`config.mk`:
```
export PLATFORM = sky130hd
export DESIGN_NAME = store_subsystem
export DESIGN_NICKNAME = d
export VERILOG_FILES = /design/src/store_pkg.sv /design/src/store_agu.sv /design/src/store_unit.sv /design/src/store_cache_ctrl.sv /design/src/store_subsystem.sv
export VERILOG_INCLUDE_DIRS = /design/src
export SDC_FILE = /design/constraint.sdc
export NUM_CORES = 2
export LEC_CHECK = 0
export ABC_AREA = 0
export BUFFER_PORTS_ARGS = -buffer_cell sky130_fd_sc_hd__buf_4
export CORE_MARGIN = 5
export CORE_UTILIZATION = 55
export DETAILED_ROUTE_END_ITERATION = 12
export HOLD_SLACK_MARGIN = 0.08
export PLACE_DENSITY = 0.7
export SYNTH_ARGS = -nofsm -noshare
export SYNTH_HDL_FRONTEND = slang
export SYNTH_SLANG_ARGS = --single-unit
```
`constraint.sdc`:
```
create_clock -name clk_i -period 6.18 [get_ports clk_i]
set_input_delay 0.309 -clock clk_i [delete_from_list [all_inputs] [get_ports clk_i]]
set_output_delay 0.309 -clock clk_i [all_outputs]
set_load 0.05 [all_outputs]
```
`src/store_settings.svh`:
```
`ifndef STORE_SETTINGS_SVH
`define STORE_SETTINGS_SVH

`define XLEN 32

// ------------------------------------------------------------------------
// core memory map, inclusive bounds.
// ------------------------------------------------------------------------

`define BOOT_REGION_START      32'h0000_0000 // not writable.
`define BOOT_REGION_END        32'h0000_0FFF

`define INT_TABLE_REGION_START 32'h0000_1000 // cachable only.
`define INT_TABLE_REGION_END   32'h0000_10FF

`define EXT_NVM_REGION_START   32'h0000_2000
`define EXT_NVM_REGION_END     32'h0000_2FFF

`define INT_NVM_REGION_START   32'h0000_3000
`define INT_NVM_REGION_END     32'h0000_3FFF

`define CODE_REGION_START      32'h0000_4000
`define CODE_REGION_END        32'h0000_7FFF

// peripheral space, neither cachable nor bufferable.
`define TIMERS_REGION_START    32'h0000_8000
`define TIMERS_REGION_END      32'h0000_80FF

`define IO_REGION_START        32'h0000_9000
`define IO_REGION_END          32'h0000_9FFF

`define SYSTEM_REGION_START    32'h0000_A000
`define SYSTEM_REGION_END      32'h0000_AFFF

// ------------------------------------------------------------------------
// cache model and exceptions.
// ------------------------------------------------------------------------

`define CACHE_WRITE_LATENCY    3     // capture to done, in cycles.
`define DATA_WORDS             64    // data array depth.

`define ILLEGAL_MEMORY_ACCESS  5'd5

`endif

```
`src/store_pkg.sv`:
```
`include "store_settings.svh"

package store_pkg;

    // ------------------------------------------------------------------------
    // widths with a meaning.
    // ------------------------------------------------------------------------

    typedef logic [`XLEN - 1:0] data_word_t;  // one data word.
    typedef logic [`XLEN - 1:0] address_t;    // byte address.

    typedef logic [3:0] instr_tag_t;          // reorder buffer tag.
    typedef logic [4:0] exc_vector_t;

    // ------------------------------------------------------------------------
    // store encodings.
    // ------------------------------------------------------------------------

    // store opcode as seen from issue.
    typedef enum logic [1:0] {
        SB,
        SH,
        SW
    } stu_operation_t;

    // access width towards the cache and commit.
    typedef enum logic [1:0] {
        BYTE,
        HALF_WORD,
        WORD
    } mem_op_width_t;

endpackage : store_pkg

```
`src/store_agu.sv`:
```
`timescale 1ns/1ps

module store_agu (
    input  logic                      clk_i,
    input  logic                      rst_n_i,

    // issue side.
    input  logic                      issue_i,
    input  store_pkg::address_t       base_i,
    input  store_pkg::address_t       offset_i,
    input  store_pkg::data_word_t     store_data_i,
    input  store_pkg::stu_operation_t operation_i,
    input  store_pkg::instr_tag_t     tag_i,
    output logic                      issue_busy_o,

    // towards the store unit.
    input  logic                      accept_i,
    output logic                      valid_operation_o,
    output store_pkg::address_t       store_address_o,
    output store_pkg::data_word_t     store_data_o,
    output store_pkg::stu_operation_t operation_o,
    output store_pkg::instr_tag_t     tag_o
);

    import store_pkg::*;

    logic           full_q;
    logic           load;

    address_t       address_q;
    data_word_t     data_q;
    stu_operation_t operation_q;
    instr_tag_t     tag_q;

    assign load = issue_i & ~full_q; // only an empty slot takes a store.

    always_ff @(posedge clk_i) begin
        if (!rst_n_i) begin
            full_q <= 1'b0;
        end else if (load) begin
            full_q <= 1'b1;
        end else if (accept_i) begin
            full_q <= 1'b0;
        end
    end

    // effective address is formed at issue and held until accepted.
    always_ff @(posedge clk_i) begin
        if (load) begin
            address_q   <= base_i + offset_i;
            data_q      <= store_data_i;
            operation_q <= operation_i;
            tag_q       <= tag_i;
        end
    end

    assign valid_operation_o = full_q;
    assign issue_busy_o      = full_q;

    assign store_address_o   = address_q;
    assign store_data_o      = data_q;
    assign operation_o       = operation_q;
    assign tag_o             = tag_q;

endmodule : store_agu

```
`src/store_unit.sv`:
```
`timescale 1ns/1ps

`include "store_settings.svh"

module store_unit (
    input  logic                      clk_i,
    input  logic                      rst_n_i,

    // from the address generation stage.
    input  logic                      valid_operation_i,
    input  store_pkg::data_word_t     store_data_i,
    input  store_pkg::address_t       store_address_i,
    input  store_pkg::stu_operation_t operation_i,
    input  store_pkg::instr_tag_t     tag_i,
    output logic                      accept_o,

    // commit side.
    input  logic                      data_accepted_i,
    output store_pkg::instr_tag_t     tag_o,
    output logic                      exception_o,
    output store_pkg::exc_vector_t    exc_vector_o,
    output store_pkg::mem_op_width_t  store_width_o,
    output store_pkg::data_word_t     store_data_o,
    output store_pkg::address_t       store_address_o,
    output logic                      idle_o,
    output logic                      data_valid_o,

    // cache controller.
    input  logic                      cache_ctrl_store_done_i,
    input  logic                      cache_ctrl_store_idle_i,
    output logic                      data_bufferable_o,
    output logic                      data_cachable_o,
    output logic                      cache_ctrl_write_o
);

    import store_pkg::*;

    function automatic logic inside_range(address_t lo, address_t hi, address_t addr);
        return (addr >= lo) && (addr <= hi);
    endfunction

    // ------------------------------------------------------------------------
    // address attributes.
    // ------------------------------------------------------------------------

    logic cachable;
    logic bufferable;
    logic writable;
    logic nvm_or_code;

    assign nvm_or_code = inside_range(`EXT_NVM_REGION_START, `EXT_NVM_REGION_END, store_address_i)
                       | inside_range(`INT_NVM_REGION_START, `INT_NVM_REGION_END, store_address_i)
                       | inside_range(`CODE_REGION_START, `CODE_REGION_END, store_address_i);

    assign cachable   = nvm_or_code
                      | inside_range(`INT_TABLE_REGION_START, `INT_TABLE_REGION_END,
                                     store_address_i);
    assign bufferable = nvm_or_code;
    assign writable   = !inside_range(`BOOT_REGION_START, `BOOT_REGION_END, store_address_i);

    // ------------------------------------------------------------------------
    // state and held store.
    // ------------------------------------------------------------------------

    typedef enum logic [1:0] {IDLE, WAIT_CACHE, WAIT_COMMIT} stu_state_t;

    stu_state_t    state_q,       state_d;
    logic          cache_write_q, cache_write_d;
    logic          cachable_q,    cachable_d;
    logic          bufferable_q,  bufferable_d;

    address_t      address_q,     address_d;
    data_word_t    data_q,        data_d;
    mem_op_width_t width_q,       width_d;
    instr_tag_t    tag_q,         tag_d;
    logic          exception_q,   exception_d;
    exc_vector_t   exc_vector_q,  exc_vector_d;

    always_ff @(posedge clk_i) begin
        if (!rst_n_i) begin
            state_q       <= IDLE;
            cache_write_q <= 1'b0;
            cachable_q    <= 1'b1;
            bufferable_q  <= 1'b1;
        end else begin
            state_q       <= state_d;
            cache_write_q <= cache_write_d;
            cachable_q    <= cachable_d;
            bufferable_q  <= bufferable_d;
        end
    end

    always_ff @(posedge clk_i) begin
        address_q    <= address_d;
        data_q       <= data_d;
        width_q      <= width_d;
        tag_q        <= tag_d;
        exception_q  <= exception_d;
        exc_vector_q <= exc_vector_d;
    end

    always_comb begin
        state_d       = state_q;
        cache_write_d = cache_write_q;
        cachable_d    = cachable_q;
        bufferable_d  = bufferable_q;
        address_d     = address_q;
        data_d        = data_q;
        width_d       = width_q;
        tag_d         = tag_q;
        exception_d   = exception_q;
        exc_vector_d  = exc_vector_q;
        accept_o      = 1'b0;

        case (state_q)
            IDLE: begin
                if (valid_operation_i && cache_ctrl_store_idle_i) begin
                    accept_o     = 1'b1;
                    address_d    = store_address_i;
                    data_d       = store_data_i;
                    tag_d        = tag_i;
                    cachable_d   = cachable;
                    bufferable_d = bufferable;

                    if (writable) begin
                        exception_d   = 1'b0;
                        exc_vector_d  = '0;
                        cache_write_d = 1'b1;
                        state_d       = WAIT_CACHE;
                    end else begin
                        // boot region, straight to commit with the fault.
                        exception_d   = 1'b1;
                        exc_vector_d  = `ILLEGAL_MEMORY_ACCESS;
                        state_d       = WAIT_COMMIT;
                    end

                    case (operation_i)
                        SB:      width_d = BYTE;
                        SH:      width_d = HALF_WORD;
                        default: width_d = WORD;
                    endcase
                end
            end

            WAIT_CACHE: begin
                if (cache_ctrl_store_done_i) begin
                    cache_write_d = 1'b0;
                    state_d       = WAIT_COMMIT;
                end
            end

            WAIT_COMMIT: begin
                if (data_accepted_i) state_d = IDLE;
            end

            default: state_d = IDLE;
        endcase
    end

    assign idle_o             = (state_d == IDLE);
    assign data_valid_o       = (state_q == WAIT_COMMIT);
    assign cache_ctrl_write_o = cache_write_q;

    assign data_cachable_o    = cachable_q;
    assign data_bufferable_o  = bufferable_q;
    assign store_address_o    = address_q;
    assign store_data_o       = data_q;
    assign store_width_o      = width_q;
    assign tag_o              = tag_q;
    assign exception_o        = exception_q;
    assign exc_vector_o       = exc_vector_q;

endmodule : store_unit

```
`src/store_cache_ctrl.sv`:
```
`timescale 1ns/1ps

`include "store_settings.svh"

module store_cache_ctrl (
    input  logic                     clk_i,
    input  logic                     rst_n_i,

    // write port from the store unit.
    input  logic                     write_i,
    input  store_pkg::address_t      address_i,
    input  store_pkg::data_word_t    data_i,
    input  store_pkg::mem_op_width_t width_i,
    output logic                     store_done_o,
    output logic                     store_idle_o,

    // debug read port.
    input  store_pkg::address_t      rd_addr_i,
    output store_pkg::data_word_t    rd_data_o
);

    import store_pkg::*;

    localparam int LATENCY = `CACHE_WRITE_LATENCY;
    localparam int CNT_W   = (LATENCY > 1) ? $clog2(LATENCY) : 1;
    localparam int IDX_W   = $clog2(`DATA_WORDS);

    typedef enum logic {READY, WRITING} cache_state_t;

    cache_state_t  state_q;
    logic [CNT_W - 1:0] cnt_q;

    address_t      address_q;
    data_word_t    data_q;
    mem_op_width_t width_q;

    data_word_t    data_array [`DATA_WORDS];
    data_word_t    merged;
    logic [IDX_W - 1:0] wr_idx;

    // ------------------------------------------------------------------------
    // control.
    // ------------------------------------------------------------------------

    assign store_done_o = (state_q == WRITING) && (cnt_q == CNT_W'(LATENCY - 1));
    assign store_idle_o = (state_q == READY);

    always_ff @(posedge clk_i) begin
        if (!rst_n_i) begin
            state_q <= READY;
            cnt_q   <= '0;
        end else if (state_q == READY) begin
            if (write_i) begin
                state_q <= WRITING;
                cnt_q   <= '0;
            end
        end else if (store_done_o) begin
            state_q <= READY;
        end else begin
            cnt_q <= cnt_q + 1'b1;
        end
    end

    // inputs sampled straight from the port in the capture cycle.
    always_ff @(posedge clk_i) begin
        if ((state_q == READY) && write_i) begin
            address_q <= address_i;
            data_q    <= data_i;
            width_q   <= width_i;
        end
    end

    // ------------------------------------------------------------------------
    // data array.
    // ------------------------------------------------------------------------

    assign wr_idx = address_q[IDX_W + 1:2];

    always_comb begin
        merged = data_array[wr_idx];
        case (width_q)
            BYTE:      merged[{address_q[1:0], 3'b000} +: 8] = data_q[7:0];
            HALF_WORD: merged[{address_q[1], 4'b0000} +: 16] = data_q[15:0];
            default:   merged = data_q;
        endcase
    end

    always_ff @(posedge clk_i) begin
        if (store_done_o) data_array[wr_idx] <= merged; // same edge as the done pulse.
    end

    assign rd_data_o = data_array[rd_addr_i[IDX_W + 1:2]];

endmodule : store_cache_ctrl

```
`src/store_subsystem.sv`:
```
`timescale 1ns/1ps

module store_subsystem (
    input  logic                      clk_i,
    input  logic                      rst_n_i,

    // issue.
    input  logic                      issue_i,
    input  store_pkg::address_t       base_i,
    input  store_pkg::address_t       offset_i,
    input  store_pkg::data_word_t     store_data_i,
    input  store_pkg::stu_operation_t operation_i,
    input  store_pkg::instr_tag_t     tag_i,
    output logic                      issue_busy_o,

    // commit.
    input  logic                      data_accepted_i,
    output store_pkg::instr_tag_t     tag_o,
    output logic                      exception_o,
    output store_pkg::exc_vector_t    exc_vector_o,
    output store_pkg::address_t       store_address_o,
    output store_pkg::mem_op_width_t  store_width_o,
    output logic                      data_valid_o,
    output logic                      data_cachable_o,
    output logic                      data_bufferable_o,
    output logic                      idle_o,

    // debug read of the data array.
    input  store_pkg::address_t       rd_addr_i,
    output store_pkg::data_word_t     rd_data_o
);

    import store_pkg::*;

    // agu to store unit.
    logic           agu_valid;
    logic           agu_accept;
    address_t       agu_address;
    data_word_t     agu_data;
    stu_operation_t agu_operation;
    instr_tag_t     agu_tag;

    // store unit to cache controller.
    logic           cache_write;
    logic           cache_done;
    logic           cache_idle;
    data_word_t     cache_data;

    store_agu u_agu (
        .clk_i             (clk_i),
        .rst_n_i           (rst_n_i),
        .issue_i           (issue_i),
        .base_i            (base_i),
        .offset_i          (offset_i),
        .store_data_i      (store_data_i),
        .operation_i       (operation_i),
        .tag_i             (tag_i),
        .issue_busy_o      (issue_busy_o),
        .accept_i          (agu_accept),
        .valid_operation_o (agu_valid),
        .store_address_o   (agu_address),
        .store_data_o      (agu_data),
        .operation_o       (agu_operation),
        .tag_o             (agu_tag)
    );

    store_unit u_store_unit (
        .clk_i                   (clk_i),
        .rst_n_i                 (rst_n_i),
        .valid_operation_i       (agu_valid),
        .store_data_i            (agu_data),
        .store_address_i         (agu_address),
        .operation_i             (agu_operation),
        .tag_i                   (agu_tag),
        .accept_o                (agu_accept),
        .data_accepted_i         (data_accepted_i),
        .tag_o                   (tag_o),
        .exception_o             (exception_o),
        .exc_vector_o            (exc_vector_o),
        .store_width_o           (store_width_o),
        .store_data_o            (cache_data),
        .store_address_o         (store_address_o),
        .idle_o                  (idle_o),
        .data_valid_o            (data_valid_o),
        .cache_ctrl_store_done_i (cache_done),
        .cache_ctrl_store_idle_i (cache_idle),
        .data_bufferable_o       (data_bufferable_o),
        .data_cachable_o         (data_cachable_o),
        .cache_ctrl_write_o      (cache_write)
    );

    // address and width are shared with the commit outputs.
    store_cache_ctrl u_cache_ctrl (
        .clk_i        (clk_i),
        .rst_n_i      (rst_n_i),
        .write_i      (cache_write),
        .address_i    (store_address_o),
        .data_i       (cache_data),
        .width_i      (store_width_o),
        .store_done_o (cache_done),
        .store_idle_o (cache_idle),
        .rd_addr_i    (rd_addr_i),
        .rd_data_o    (rd_data_o)
    );

endmodule : store_subsystem

```
==> reports/results.txt <==
Gate Count Post-Synth: 4,622
Share of cells above drive strength 1: 0.404
Fillers: 12,600
I/O pins: 219
Multi-input logic area: 34,400 um2
Synth Area in Compound Gates: 0.0187
CP required: 6.73 ns
Leakage: 0.0366 uW
Vias in the first global route: 55,900
WHS Path Cells: 4
EDFF count, synth: 2,231
Status: finished, violations left
Worst Hold Launch: offset_i[25]
Inserted Diodes: 0
Post-CTS sizing: 0
Largest net degree at the start of global routing: 83
RePlAce Congestion: 0.865
Simple-Gate Fraction of Synth Area: 0.0144
Main combinational cell family by area after synthesis: multiplexers
Asr flop ratio synth: 0
Register area: 67,300 um2
Int Pwr: 26,700 uW
Dpl ws: 1.50 ns
Synth Cell Area: 103,000 um2
# DRC: 0
P_sw: 8870 uW
CP arrival: 5.31 ns
Endpoints failing hold: 0
Post-synthesis sequential area ratio: 0.656
Synth warn: 0
GR Overflow Total: 0
WL/cell: 38.8 um
RSZ-0062 raised after global routing: false
Synth cell types: 68
Reg2Reg Setup Slack: 1.42 ns
HP Class: input pin to register
Core Box Area: 185,000 um2
Post-DR vias/cell: 7.26
Post-Route Utilization: 0.627
Die Y: 442 um
Htree depth: 4
Final setup viols: 0
Post-detail-place hpwl: 172,000 um
Worst reg2reg path depth: 7
Overall Power: 35,600 uW
Clock Latency Late Sink: 0.88 ns
Final setup margin: 1.42 ns
Minimum clock period: 4.76 ns
Worst Hold End: u_agu.store_address_o[25]
Initial antenna violation count: 8
Peak Freq: 0.210 GHz
Clock slew at reported path FFs: 0.06 ns
Post-route ant nets: 0
Clk buf depth: 3
Maxcap violations: 1
Top-area cell type share of the netlist area: 0.653
Worst Max-Slew Pin Slew: 1.50 ns
Synth Area in XOR/XNOR: 0.00196
Wirelength, routed: 298,000 um
Critical Path End Type: register
CTS buffer count: 223
Slowest CP cell: dfxtp_4
Failing checks: max-capacitance violations, max-slew violations
Global-route wire length before repair: 418,000 um
Yosys reg bits: 2,246
Vias: 55,700
Router iterations before antenna repair: 11
Slew margin rel.: -0.00785
CP Class: register to register
Net Sw Frac: 0.249
Setup bufs post-CTS: 0
Share of power burned in registers: 0.496
FP Rows: 158
Final #Nets: 5,184
CTS root buf: clkbuf_16
Final Skew: 0.0395 ns
Period utilization: 0.770
Clk sink count: 2,246
Worst IR drop on VDD: 0.268 mV
Setup TNS: 0 ns
Initial DRC count: 8,438
Die area: 195,000 um2
Crit-path max FO: 33
Area leader, netlist: edfxtp_1
Critical path's largest stage delay: 0.93 ns
Mapped Avg Cell Area: 22.2 um2
Starting Density: 0.553
Adder-cell share of the synthesized area: 0.00471
Critical R2R Capture: u_cache_ctrl.data_array[46][31]
Tot GR Track Use: 0.304
Clk pwr share: 0.367
Hold_buf cts: 114
Worst path cell trace: buf_4 -> mux4_2 -> mux4_2 -> nor2b_1 -> a211oi_1 -> o31ai_4 -> buf_4
Combinational share of power: 0.137
Setup crit start kind: register
Pwr/cell area: 306 nW/um2
Post-synthesis mux area share: 0.288
Top cells by area, synth: edfxtp_1 65%, mux4_2 28%, mux2i_1 0.89%
Layout area overhead: 13.3%
Top FF cell, synth: edfxtp_1
Final Slew Violations: 2
Input/output buffers: 189
CTS tree: yes
Die W: 442 um
-- layer usage --
metal / vias to the layer above / track usage / part of all wire
met1: 30000 / 0.421 / 0.36
met3: 628 / 0.0715 / 0.12
met5: - / 0 / 0
met2: 3785 / 0.471 / 0.48
met4: 0 / 0.132 / 0.050
li1: 21400 / - / -
-- through the flow --
stage	hold WS, ns	instances	area [um2]
6_report	0.137	7676	116000
5_1_grt	0.123	7676	116000
4_1_cts	0.0863	7676	116000
3_5_place_dp	0.405	7149	108000
3_3_place_gp	0.401	7149	108000
2_1_floorplan	0.371	4624	103000
-- cell usage after synthesis, types with 6 or more instances --
library cell  number
a211oi_1          40
a21o_1            17
a21oi_1           54
a221o_1            8
a221oi_1           8
a222oi_1           9
a22oi_1           31
and2_1             9
and3_1            10
buf_1             32
buf_2            116
buf_4             28
buf_6             13
clkbuf_1         147
dfxtp_1           15
edfxtp_1        2231
ha_1              37
inv_1             15
mux2_2            37
mux2i_1           91
mux4_2          1255
nand2_1           70
nand2b_1          13
nand3_1           10
nor2_1           104
nor2b_1           43
nor3_1            14
nor3b_1            6
nor4_1             7
o211ai_1           6
o21a_1             8
o21ai_0           24
o21ai_1           19
o221ai_1           6
o31ai_1            9
xnor2_1           13
xor2_1            10
-- cell usage in the layout, fill, tap and decap left out, types with 11 or more instances in the layout --
cell type / n
edfxtp_1: 2231
mux4_2: 1255
buf_4: 347
clkbuf_16: 226
dlygate4sd3_1: 114
mux2i_1: 91
nand2_1: 66
nor2_4: 62
a21oi_1: 54
clkbuf_1: 53
clkinv_2: 52
clkinv_1: 46
nor2_1: 42
nor2b_1: 41
a211oi_1: 40
mux2_2: 37
ha_1: 37
a22oi_1: 31
buf_12: 30
o21ai_0: 22
a21o_1: 17
inv_1: 15
nand2b_1: 13
xnor2_1: 13
bufinv_16: 13
o21ai_1: 11
nor3_1: 11
-- registers in the layout, indices dropped and copies added, names as in the netlist, 4 cells and up, named ones only --
| register | count |
|---|---|
| u_store_unit.tag_o | 4 |
| u_cache_ctrl.data_q | 32 |
| u_store_unit.store_data_o | 32 |
| u_agu.store_data_o | 32 |
| u_cache_ctrl.address_q | 8 |
| u_agu.tag_o | 4 |
| u_store_unit.store_address_o | 32 |
| u_agu.store_address_o | 32 |
| u_cache_ctrl.data_array | 2048 |
-- cell type report --
class,count,share of cell area
Sequential cell,2246,0.579
Multi-Input combinational cell,2027,0.296
Clock buffer,282,0.0507
Timing Repair Buffer,495,0.0379
Tap cell,2480,0.0267
Clock inverter,131,0.00916
Inverter,15,0.000484
-- worst max-delay path: cells and delay by family (launching register included) --
family,cells,cell delay (ns)
buffers and inverters,2,0.86
muxes,2,1.05
and+or+nand+nor,1,0.15
AOI/OAI and AO/OA,2,1.39
DFF,1,0.93
-- cell families after synthesis --
family                   Yosys count
flip-flops                      2246
other                              1
AO/OA/AOI/OAI                    274
XOR/XNOR                          23
buffers and inverters            351
AND/OR/NAND/NOR                  306
multiplexers                    1383
adder cells (fa/ha/maj)           38
-- power groups by stage --
stage | Combinational [uW] | Sequential (uW) | Clock, uW
2_1_floorplan | 3080 | 18000 | 0
3_3_place_gp | 4650 | 18000 | 0
3_5_place_dp | 4710 | 18000 | 0
4_1_cts | 4810 | 17700 | 13200
5_1_grt | 5100 | 17700 | 13800
6_report | 4880 | 17700 | 13100
-- how the worst max path moves through the flow --
stage | startpoint | endpoint | slack (ns) | cells past startpoint
detailed placement | register | u_cache_ctrl.data_array[44][5] | 1.50 | 7
global route | register | u_cache_ctrl.data_array[54][19] | 1.27 | 9
floorplan | register | u_cache_ctrl.data_array[0][24] | 0.89 | 12
finish | register | u_cache_ctrl.data_array[46][31] | 1.42 | 7
global placement | register | u_cache_ctrl.data_array[44][5] | 1.59 | 7
CTS | register | u_cache_ctrl.data_array[57][5] | 1.49 | 7
(Power assumes the default switching activity.)
